$ cat config.mk
export PLATFORM = sky130hd
export DESIGN_NAME = saturnGlue
export DESIGN_NICKNAME = d
export VERILOG_FILES = /design/src/saturnPkg.sv /design/src/accessMonitor.sv /design/src/busReadMux.sv /design/src/cdSubsystemPort.sv /design/src/cpuBusCtrl.sv /design/src/saturnGlue.sv
export SDC_FILE = /design/constraint.sdc
export NUM_CORES = 1
export LEC_CHECK = 0
export BUFFER_PORTS_ARGS = -buffer_cell sky130_fd_sc_hd__buf_4
export CORE_AREA = 2 2 197 199
export CTS_CLUSTER_SIZE = 24
export DETAILED_ROUTE_END_ITERATION = 8
export DIE_AREA = 0 0 199 201
export PLACE_DENSITY_LB_ADDON = 0.2
export SYNTH_ARGS = -nofsm -noshare
export SYNTH_HDL_FRONTEND = slang
export SYNTH_SLANG_ARGS = --single-unit
$ cat constraint.sdc
create_clock -name CLK -period 1.75 [get_ports CLK]
set_clock_uncertainty 0.1 [all_clocks]
set_input_delay 0 -clock CLK [delete_from_list [all_inputs] [get_ports CLK]]
set_output_delay 0 -clock CLK [all_outputs]
set_load 0.005 [all_outputs]
$ cat src/saturnPkg.sv
package saturnPkg;

	// Bus widths
	localparam int CpuAddrW   = 25;
	localparam int CpuDataW   = 32;
	localparam int SubDataW   = 16;
	localparam int CdCpuAddrW = 21;   // Sub-CPU word address A[21:1]
	localparam int CdRamAddrW = 18;
	localparam int WaitCntW   = 8;

	typedef logic [CpuDataW-1:0] cpuWordT;
	typedef logic [SubDataW-1:0] subWordT;

	// Boot hook, read through high RAM select
	localparam logic [CpuAddrW-1:0] HookAddr = 25'h00_12B0;

	// Read values when no source is selected
	localparam subWordT ABusIdle = 16'hFFFF;
	localparam subWordT BBusIdle = 16'h0000;
	localparam cpuWordT CpuIdle  = '0;   // SCU entry always selected

	// Master CPU request as seen by SCU and DCC
	typedef struct packed {
		logic [CpuAddrW-1:0] addr;
		cpuWordT             wdata;
		logic [3:0]          dqmN;
		logic                rdN;
		logic                cs3N;
	} cpuReqT;

	// DCC decoder outputs
	typedef struct packed {
		logic dramCeN;
		logic romCeN;
		logic sramCeN;
		logic smpcCeN;
	} memSelT;

	// External memory port
	typedef struct packed {
		logic [CpuAddrW-1:0] addr;
		cpuWordT             wdata;
		logic [3:0]          dqmN;
		logic                rdN;
		logic                romCsN;
		logic                sramCsN;
		logic                ramlCsN;
		logic                ramhCsN;
	} memPortT;

	// SH1 side of the CD block
	typedef struct packed {
		logic [CdCpuAddrW-1:0] addr;
		subWordT               wdata;
		logic                  wrlN;
		logic                  wrhN;
		logic                  rdN;
		logic                  cs1N;
	} cdCpuReqT;

	// CD buffer RAM, active-high strobes
	typedef struct packed {
		logic [CdRamAddrW-1:0] addr;
		subWordT               wdata;
		logic [1:0]            we;   // {high, low} byte
		logic                  rd;
		logic                  cs;
	} cdRamPortT;

endpackage
$ cat src/accessMonitor.sv
`timescale 1ns/1ps

module accessMonitor (
	input  logic                            CLK,
	input  logic                            RST_N,
	input  logic                            sysCeR,
	input  saturnPkg::cpuReqT               cpuReq,
	output logic [saturnPkg::WaitCntW-1:0]  waitCnt,
	output logic                            hook
);

	logic access;
	logic hookHit;

	// Read or any byte write strobe
	assign access  = !cpuReq.rdN || !(&cpuReq.dqmN);
	assign hookHit = (cpuReq.addr == saturnPkg::HookAddr) && !cpuReq.rdN && !cpuReq.cs3N;

	always_ff @(posedge CLK or negedge RST_N) begin
		if (!RST_N) begin
			waitCnt <= '0;
			hook    <= 1'b0;
		end else if (sysCeR) begin
			if (access) begin
				waitCnt <= '0;
			end else begin
				waitCnt <= waitCnt + 1'b1;   // Wraps
			end
			if (hookHit) begin
				hook <= 1'b1;
			end
		end
	end

	// Sticky until reset
	a_hookSticky: assert property (@(posedge CLK) disable iff (!RST_N) hook |=> hook)
		else $error("accessMonitor: hook flag cleared");

endmodule

$ cat src/busReadMux.sv
`timescale 1ns/1ps

module busReadMux #(
	parameter type     payloadT = logic [15:0],
	parameter int      N        = 2,
	parameter payloadT Idle     = '0
) (
	input  logic [N-1:0] selN,
	input  payloadT      data [N],
	output payloadT      rdata
);

	// Walk from the top so the lowest active select lands last
	always_comb begin
		rdata = Idle;
		for (int i = N - 1; i >= 0; i--) begin
			if (!selN[i]) begin
				rdata = data[i];
			end
		end
	end

endmodule

$ cat src/cdSubsystemPort.sv
`timescale 1ns/1ps

module cdSubsystemPort (
	input  logic                 CLK,
	input  logic                 RST_N,
	input  logic                 cdCe,
	input  saturnPkg::cdCpuReqT  cdCpuReq,
	input  saturnPkg::subWordT   ygrData,
	input  saturnPkg::subWordT   cdRamQ,
	input  logic                 dack0N,
	input  logic                 dack1N,
	input  logic                 cdRamRdy,
	output saturnPkg::cdRamPortT cdRamPort,
	output saturnPkg::subWordT   shRdata,
	output logic                 shWaitN,
	output logic                 shCeR,
	output logic                 shCeF
);

	logic dmaAck;
	logic phase;

	assign dmaAck = !dack0N || !dack1N;

	always_comb begin
		cdRamPort.addr  = cdCpuReq.addr[saturnPkg::CdRamAddrW-1:0];
		cdRamPort.wdata = dmaAck ? ygrData : cdCpuReq.wdata;   // DMA from CD block
		cdRamPort.we    = ~{cdCpuReq.wrhN, cdCpuReq.wrlN};
		cdRamPort.rd    = ~cdCpuReq.rdN;
		cdRamPort.cs    = ~cdCpuReq.cs1N;
	end

	// RAM on CS1, everything else from the CD block
	assign shRdata = !cdCpuReq.cs1N ? cdRamQ : ygrData;
	assign shWaitN = cdRamRdy;

	// SH1 runs at half the CD enable rate
	always_ff @(posedge CLK or negedge RST_N) begin
		if (!RST_N) begin
			phase <= 1'b0;
		end else if (cdCe) begin
			phase <= ~phase;
		end
	end

	assign shCeR = phase & cdCe;
	assign shCeF = ~phase & cdCe;

	a_ceExclusive: assert property (@(posedge CLK) disable iff (!RST_N)
		!(shCeR && shCeF))
		else $error("cdSubsystemPort: rising and falling enables together");

endmodule

$ cat src/cpuBusCtrl.sv
`timescale 1ns/1ps

module cpuBusCtrl (
	input  saturnPkg::cpuReqT  cpuReq,
	input  saturnPkg::memSelT  memSel,
	input  logic               memWaitN,
	input  logic               scuWaitN,
	output saturnPkg::memPortT memPort,
	output logic [2:0]         cpuSelN,
	output logic               cpuWaitN
);

	logic memAcc;

	// Any of the four memory regions
	assign memAcc = !cpuReq.cs3N || !memSel.dramCeN || !memSel.romCeN || !memSel.sramCeN;

	// Read source selects, lowest entry wins
	assign cpuSelN[0] = ~memAcc;          // Memory data
	assign cpuSelN[1] = memSel.smpcCeN;   // SMPC byte
	assign cpuSelN[2] = 1'b0;             // SCU registers and buses

	// Memory wait only matters while memory is addressed
	assign cpuWaitN = scuWaitN & (memWaitN | ~memAcc);

	always_comb begin
		memPort.addr    = cpuReq.addr;
		memPort.wdata   = cpuReq.wdata;
		memPort.dqmN    = cpuReq.dqmN;
		memPort.rdN     = cpuReq.rdN;
		memPort.romCsN  = memSel.romCeN;
		memPort.sramCsN = memSel.sramCeN;
		memPort.ramlCsN = memSel.dramCeN;   // Low work RAM
		memPort.ramhCsN = cpuReq.cs3N;      // High work RAM on CS3
	end

	// Decoder regions never overlap
	always_comb begin
		assert ($onehot0(~{memSel.romCeN, memSel.sramCeN, memSel.dramCeN}))
			else $error("cpuBusCtrl: more than one memory chip select low");
	end

endmodule

$ cat src/saturnGlue.sv
`timescale 1ns/1ps

module saturnGlue (
	input  logic                            CLK,
	input  logic                            RST_N,
	input  logic                            sysCeR,
	input  logic                            cdCe,

	// Main CPU bus
	input  saturnPkg::cpuReqT               cpuReq,
	input  saturnPkg::memSelT               memSel,
	input  saturnPkg::cpuWordT              memData,
	input  saturnPkg::cpuWordT              scuData,
	input  logic [7:0]                      smpcData,
	input  logic                            memWaitN,
	input  logic                            scuWaitN,
	output saturnPkg::memPortT              memPort,
	output saturnPkg::cpuWordT              cpuRdata,
	output logic                            cpuWaitN,

	// A-bus
	input  logic                            aCs0N,
	input  logic                            aCs1N,
	input  logic                            aCs2N,
	input  logic                            cartAwaitN,
	input  logic                            cdAwaitN,
	input  saturnPkg::subWordT              cartData,
	input  saturnPkg::subWordT              cdData,
	output saturnPkg::subWordT              aRdata,
	output logic                            aWaitN,

	// B-bus
	input  logic                            bCs1N,
	input  logic                            bCs2N,
	input  logic                            bCssN,
	input  saturnPkg::subWordT              vdp1Data,
	input  saturnPkg::subWordT              vdp2Data,
	input  saturnPkg::subWordT              scspData,
	output saturnPkg::subWordT              bRdata,

	// CD subsystem
	input  saturnPkg::cdCpuReqT             cdCpuReq,
	input  saturnPkg::subWordT              ygrData,
	input  saturnPkg::subWordT              cdRamQ,
	input  logic                            dack0N,
	input  logic                            dack1N,
	input  logic                            cdRamRdy,
	output saturnPkg::cdRamPortT            cdRamPort,
	output saturnPkg::subWordT              shRdata,
	output logic                            shWaitN,
	output logic                            shCeR,
	output logic                            shCeF,

	// Monitor
	output logic [saturnPkg::WaitCntW-1:0]  waitCnt,
	output logic                            hook
);

	logic [2:0]         cpuSelN;
	saturnPkg::cpuWordT cpuMuxData [3];
	logic [1:0]         aSelN;
	saturnPkg::subWordT aMuxData [2];
	logic [2:0]         bSelN;
	saturnPkg::subWordT bMuxData [3];

	cpuBusCtrl i_cpuBusCtrl (
		.cpuReq   (cpuReq),
		.memSel   (memSel),
		.memWaitN (memWaitN),
		.scuWaitN (scuWaitN),
		.memPort  (memPort),
		.cpuSelN  (cpuSelN),
		.cpuWaitN (cpuWaitN)
	);

	assign cpuMuxData[0] = memData;
	assign cpuMuxData[1] = {4{smpcData}};   // SMPC byte on every lane
	assign cpuMuxData[2] = scuData;

	busReadMux #(.payloadT(saturnPkg::cpuWordT), .N(3), .Idle(saturnPkg::CpuIdle)) i_cpuMux (
		.selN  (cpuSelN),
		.data  (cpuMuxData),
		.rdata (cpuRdata)
	);

	// Cart owns CS0 and CS1, CD block sits on CS2
	assign aSelN       = {aCs2N, aCs0N & aCs1N};
	assign aMuxData[0] = cartData;
	assign aMuxData[1] = cdData;
	assign aWaitN      = cdAwaitN & cartAwaitN;

	busReadMux #(.payloadT(saturnPkg::subWordT), .N(2), .Idle(saturnPkg::ABusIdle)) i_aMux (
		.selN  (aSelN),
		.data  (aMuxData),
		.rdata (aRdata)
	);

	assign bSelN       = {bCssN, bCs2N, bCs1N};
	assign bMuxData[0] = vdp1Data;
	assign bMuxData[1] = vdp2Data;
	assign bMuxData[2] = scspData;

	busReadMux #(.payloadT(saturnPkg::subWordT), .N(3), .Idle(saturnPkg::BBusIdle)) i_bMux (
		.selN  (bSelN),
		.data  (bMuxData),
		.rdata (bRdata)
	);

	cdSubsystemPort i_cdPort (
		.CLK       (CLK),
		.RST_N     (RST_N),
		.cdCe      (cdCe),
		.cdCpuReq  (cdCpuReq),
		.ygrData   (ygrData),
		.cdRamQ    (cdRamQ),
		.dack0N    (dack0N),
		.dack1N    (dack1N),
		.cdRamRdy  (cdRamRdy),
		.cdRamPort (cdRamPort),
		.shRdata   (shRdata),
		.shWaitN   (shWaitN),
		.shCeR     (shCeR),
		.shCeF     (shCeF)
	);

	accessMonitor i_monitor (
		.CLK     (CLK),
		.RST_N   (RST_N),
		.sysCeR  (sysCeR),
		.cpuReq  (cpuReq),
		.waitCnt (waitCnt),
		.hook    (hook)
	);

endmodule

# After elaboration in Yosys (flattened, before gate mapping)
# Cells that the tools add are included.
# Widths: inputs -> output; s select.
totals:
  output_inout_bits: 198
  in_bits: 309
  ff_bits: 10
op_classes:
  add_sub_neg: 1
  muxes: 10
  reduce_logical: 17
  n_eq_ne: 1
  n_bitwise: 11
op_table:
  columns: ["operator", "n"]
  rows:
  - ["$mux 16", 7]
  - ["$mux 32", 2]
  - ["$eq 25x13->1 const B", 1]
  - ["$add 8x1->8 const B", 1]
  - ["$logic_not 1->1", 8]
  - ["$mux 8", 1]
  - ["$and 1x1->1", 5]
  - ["$logic_or 1x1->1", 5]
  - ["$not 1->1", 4]
  - ["$reduce_and 4->1", 1]
  - ["$logic_and 1x1->1", 2]
  - ["$not 2->2", 1]
  - ["$reduce_and 2->1", 1]
  - ["$or 1x1->1", 1]

# Depth between registers and ports, before layout
depth:
  depth_word: 7
  ltp_mapped: 5
  ltp_nobuf: 4

# By module
# Synthesis repeated with hierarchy kept, for this count alone.
unflattened:
  cells_unflattened: 435
  area_unflattened_um2: 3353.2
by_module_without_submodules:
  columns: ["mod", "seq_area_each_um2", "instances", "cells_each", "area_each_um2"]
  rows:
  - ["busReadMux at i_cpuMux", 0.0, 1, 145, 965.9]
  - ["cdSubsystemPort", 25.0, 1, 63, 641.9]
  - ["accessMonitor", 225.2, 1, 59, 575.6]
  - ["cpuBusCtrl", 0.0, 1, 71, 533.0]
  - ["busReadMux at i_bMux", 0.0, 1, 71, 427.9]
  - ["busReadMux at i_aMux", 0.0, 1, 24, 196.4]
  - ["saturnGlue", 0.0, 1, 2, 12.5]

# Worst setup path after synthesis
# Ideal clock, no wire load.
synth_timing:
  path_type: "reg-to-reg"
  from: "register i_monitor.waitCnt[0] in the netlist's numbering"
  to: "register i_monitor.waitCnt[6] in the netlist's numbering"
  path_buffers: 0
  t_required_ns: 1.560
  synth_period_minus_slack_ns: 1.378
  setup_slack_ns: 0.372
  path_stages_with_launch: 5
  setup_ns: 0.090
  t_arrival_ns: 1.188
  path_cell_list: "dfrtp_1 > ha_1 > nand2_1 > or4_1 > o221ai_1"
synth_between:
  elab_chain_len: 2
synth_lines:
  columns: ["element", "line_no", "text"]
  rows:
  - ["start: declaration", "accessMonitor.sv:8", "output logic [saturnPkg::WaitCntW-1:0] waitCnt,"]
  - ["start signal: assignment", "accessMonitor.sv:27", "waitCnt <= waitCnt + 1'b1;"]
  - ["$add 8x1->8", "accessMonitor.sv:27", null]
  - ["$mux 8", "accessMonitor.sv:24", "if (access) begin"]
# Every way passes these cells.
# A chain may end at the register's enable or synchronous reset.

# Final worst setup path
layout_timing:
  from: "input port cpuReq[55] in the netlist's numbering"
  to: "register i_monitor.hook"
layout_between:
  elab_chain_len: 4
layout_lines:
  columns: ["element", "line_no", "text"]
  rows:
  - ["start: declaration", "saturnGlue.sv:10", "input saturnPkg::cpuReqT cpuReq,"]
  - ["$eq 25x13->1", "accessMonitor.sv:17", "assign hookHit = (cpuReq.addr == saturnPkg::HookAddr) && !cpuReq.rdN && !cpuReq.cs3N;"]
  - ["$logic_and 1x1->1 (2 in a row)", "accessMonitor.sv:17", null]
  - ["$reduce_and 2->1 (no line)", null, null]
  - ["end signal: assignment", "accessMonitor.sv:22", "hook <= 1'b0;"]
  - ["end signal: assignment", "accessMonitor.sv:30", "hook <= 1'b1;"]
  - ["end: declaration", "accessMonitor.sv:9", "output logic hook"]
# Every way passes these cells.

==> impl_metrics.toml <==
[run_status]
status = "complete, but fails checks"
violations = "hold timing"

[critical_path]
reg2reg_depth = 4
cp_data_required_time_ps = 1810
critPathMaxFanout = 2
critical_path.startpoint = "cpuReq[55]"
end_kind = "register"
reg2reg_from = "i_monitor.waitCnt[0]"
r2r_slack_ps = 280
crit_type = "in2reg"
reg2reg_to = "i_monitor.waitCnt[6]"
crit_end = "i_monitor.hook"
start_kind = "input port"
arrival_ps = 1670

[cts]
clock_sinks = 10
cts_max_level = 1
cts_setup_buffers = 0
root_buffer = "clkbuf_16"
clockBufferDepth = 2
insertion_delay_ps = 240
cts_made_buffers = 3
cts_tree = "yes"
path_clk_slew_ps = 40

[pwr]
p_per_area_mw_per_mm2 = 329
irDropWorstVdd_uv = 213
leakage_nw = 3.09

[global_route]
grt-ovfl-total = 0
grt_pass1_vias = 4213
grt_usage_pct = 8.36
grt_max_degree = 66
antenna_found_initial = 1
grt_pass1_wl_um = 25700

[timing]
period_share_pct = 91.8
whs_ps = -3.33
max_freq_mhz = 622
rsz0062_at_grt = "no"
final_hold_viol_count = 1
maxSlewHeadroom_pct = 60.3
finalSetupViolations = 0
tns_ps = 0
finalMaxSlewViolations = 0
worst_slew_pin_slew_ps = 595
period_minus_slack_ps = 1610
fin_ws_ps = 143

[synth]
synth_top_cell_by_area = "buf_4"
yosysUniqueCellTypes = 35
syn_nets = 739
ys_ff_latch = 10
synthTopCellsByArea = "buf_4 (24%), a21oi_1 (15%), mux2_2 (13%)"
ys_seq_area_share_pct = 9.13
synthTopCellsByCount = "buf_4 (86), a21oi_1 (81), nor2_1 (49)"
syn_area_per_cell_um2 = 6.39
synth_edf_count = 0
ys.flop_type = "dfrtp_1"
synthesis.instances = 429
synth_top_area_share_pct = 23.6
syn_area_mm2 = 0.00274
ys_warn_count = 0
async_flop_share_pct = 100
yosysMostFrequentCell = "buf_4"

[floorplanning]
fp.dieH_um = 201
rows = 72
die_w_um = 199
coreArea_mm2 = 0.0381
io_pins = 507
fp.dieArea_mm2 = 0.0400
start_util_pct = 7.19

[placement]
gp_congestion = 0.779
place_ws_ps = 294
dp_hpwl_um = 15100
port_buffers = 401

[flow_run]
drv_cap = 0

[hold_path]
hold_path_class = "in2reg"

[finish]
layout-drive-gt1-share_pct = 56.3
fin_nets = 1103
n_fill_cell = 4344
area_delta_synth_final_pct = 136
diodes = 0

[route]
drt_pre_antenna_iters = 4
wl_um = 18100
num_vias = 4154
postRouteAntennaNets = 0
routed_via_density = 3.17
drt_iter0_drc = 161
drc_errors = 0
wire_per_inst_um = 13.8
-- critical path, stage by stage --
cell and delay [ps]:
dlygate4sd3_1 540, buf_4 140, nor4b_2 190, dlygate4sd3_1 570
nand3_1 90, o21bai_1 140
-- state kept, by name, summed over array words and instances (netlist names) --
register and cells:
i_cdPort.phase 1, i_monitor.hook 1, i_monitor.waitCnt 8
-- worst min path at each step --
stage | start | to | slack, ps | depth (start not counted)
6_report | cpuReq[39] | i_monitor.hook | -3 | 4
5_1_grt | cpuReq[40] | i_monitor.hook | 30 | 4
4_1_cts | cpuReq[40] | i_monitor.hook | 1 | 4
3_5_place_dp | RST_N | i_monitor.waitCnt[7] | -240 | 1
3_3_place_gp | RST_N | i_monitor.waitCnt[3] | -250 | 1
2_1_floorplan | RST_N | i_cdPort.phase | -400 | 0
-- layout make-up --
cell class	count	area [µm²]	share of cell area (%)
Timing Repair Buffer	470	3720	57.6
Multi-Input combinational cell	298	1710	26.5
Tap cell	518	648	10.0
Sequential cell	10	250	3.87
Clock buffer	4	88.8	1.38
Inverter	10	37.5	0.581
-- layout by cell type (no fill, tap or decap), types with 3 or more instances in the layout --
cell type        n
a31oi_1          3
nand3_1          4
mux2_2          32
a21oi_1         81
dlygate4sd3_1   62
nand4_1          4
buf_4          405
buf_12           3
nand2_1         38
nor4_1           3
nor2_1          49
nor2b_1         20
clkbuf_16        3
and2_1           3
inv_1            9
dfrtp_1         10
and2b_1          5
o21ai_0         34
-- where the power goes --
group / total (mW) / internal [mW] / switching, mW
combinational: 1.40 / 0.887 / 0.512
sequential: 0.255 / 0.245 / 0.00997
clock: 0.468 / 0.345 / 0.123
total: 2.12 / 1.48 / 0.645
-- logic make-up after synthesis --
kind of cell               count (synthesis)  synth area share (%)
AOI/OAI and AO/OA                        125                  23.7
xor gates and xnor gates                   2                 0.639
adders and majority gates                  1                 0.457
buffers and inverters                    121                  28.6
DFF                                       10                  9.13
muxes                                     33                  13.5
and+or+nand+nor                          137                  24.0
-- metrics by stage --
stage          std cells  area [µm²]  utilization [%]  power, mW  hold slack (ps)
5_1_grt             1310        6460             16.9       2.27             28.8
4_1_cts             1310        6450             16.9       2.15             1.44
3_3_place_gp        1244        5740             15.1       1.54             -247
3_5_place_dp        1244        5740             15.1       1.54             -245
6_report            1310        6460             16.9       2.12            -3.33
2_1_floorplan        429        2740                -      0.763             -396
-- layer usage --
layer	wire [µm]	global-route usage (%)	vias to the layer above	part of all wire (%)
li1	-	-	2109	-
met1	7330	10.4	1849	40
met2	9870	15.7	183	54
met3	793	0.907	11	4.4
met4	136	1.09	2	0.75
met5	10	0	-	0.055
-- timing repair --
| action | CTS | global route |
|---|---|---|
| hold buffers | 62 | 0 |
| endpoints found under the setup margin | 0 | 1 |
| endpoints found under the hold margin | 66 | 0 |
| resized for setup | 0 | 1 |
(Power assumes the default switching activity.)
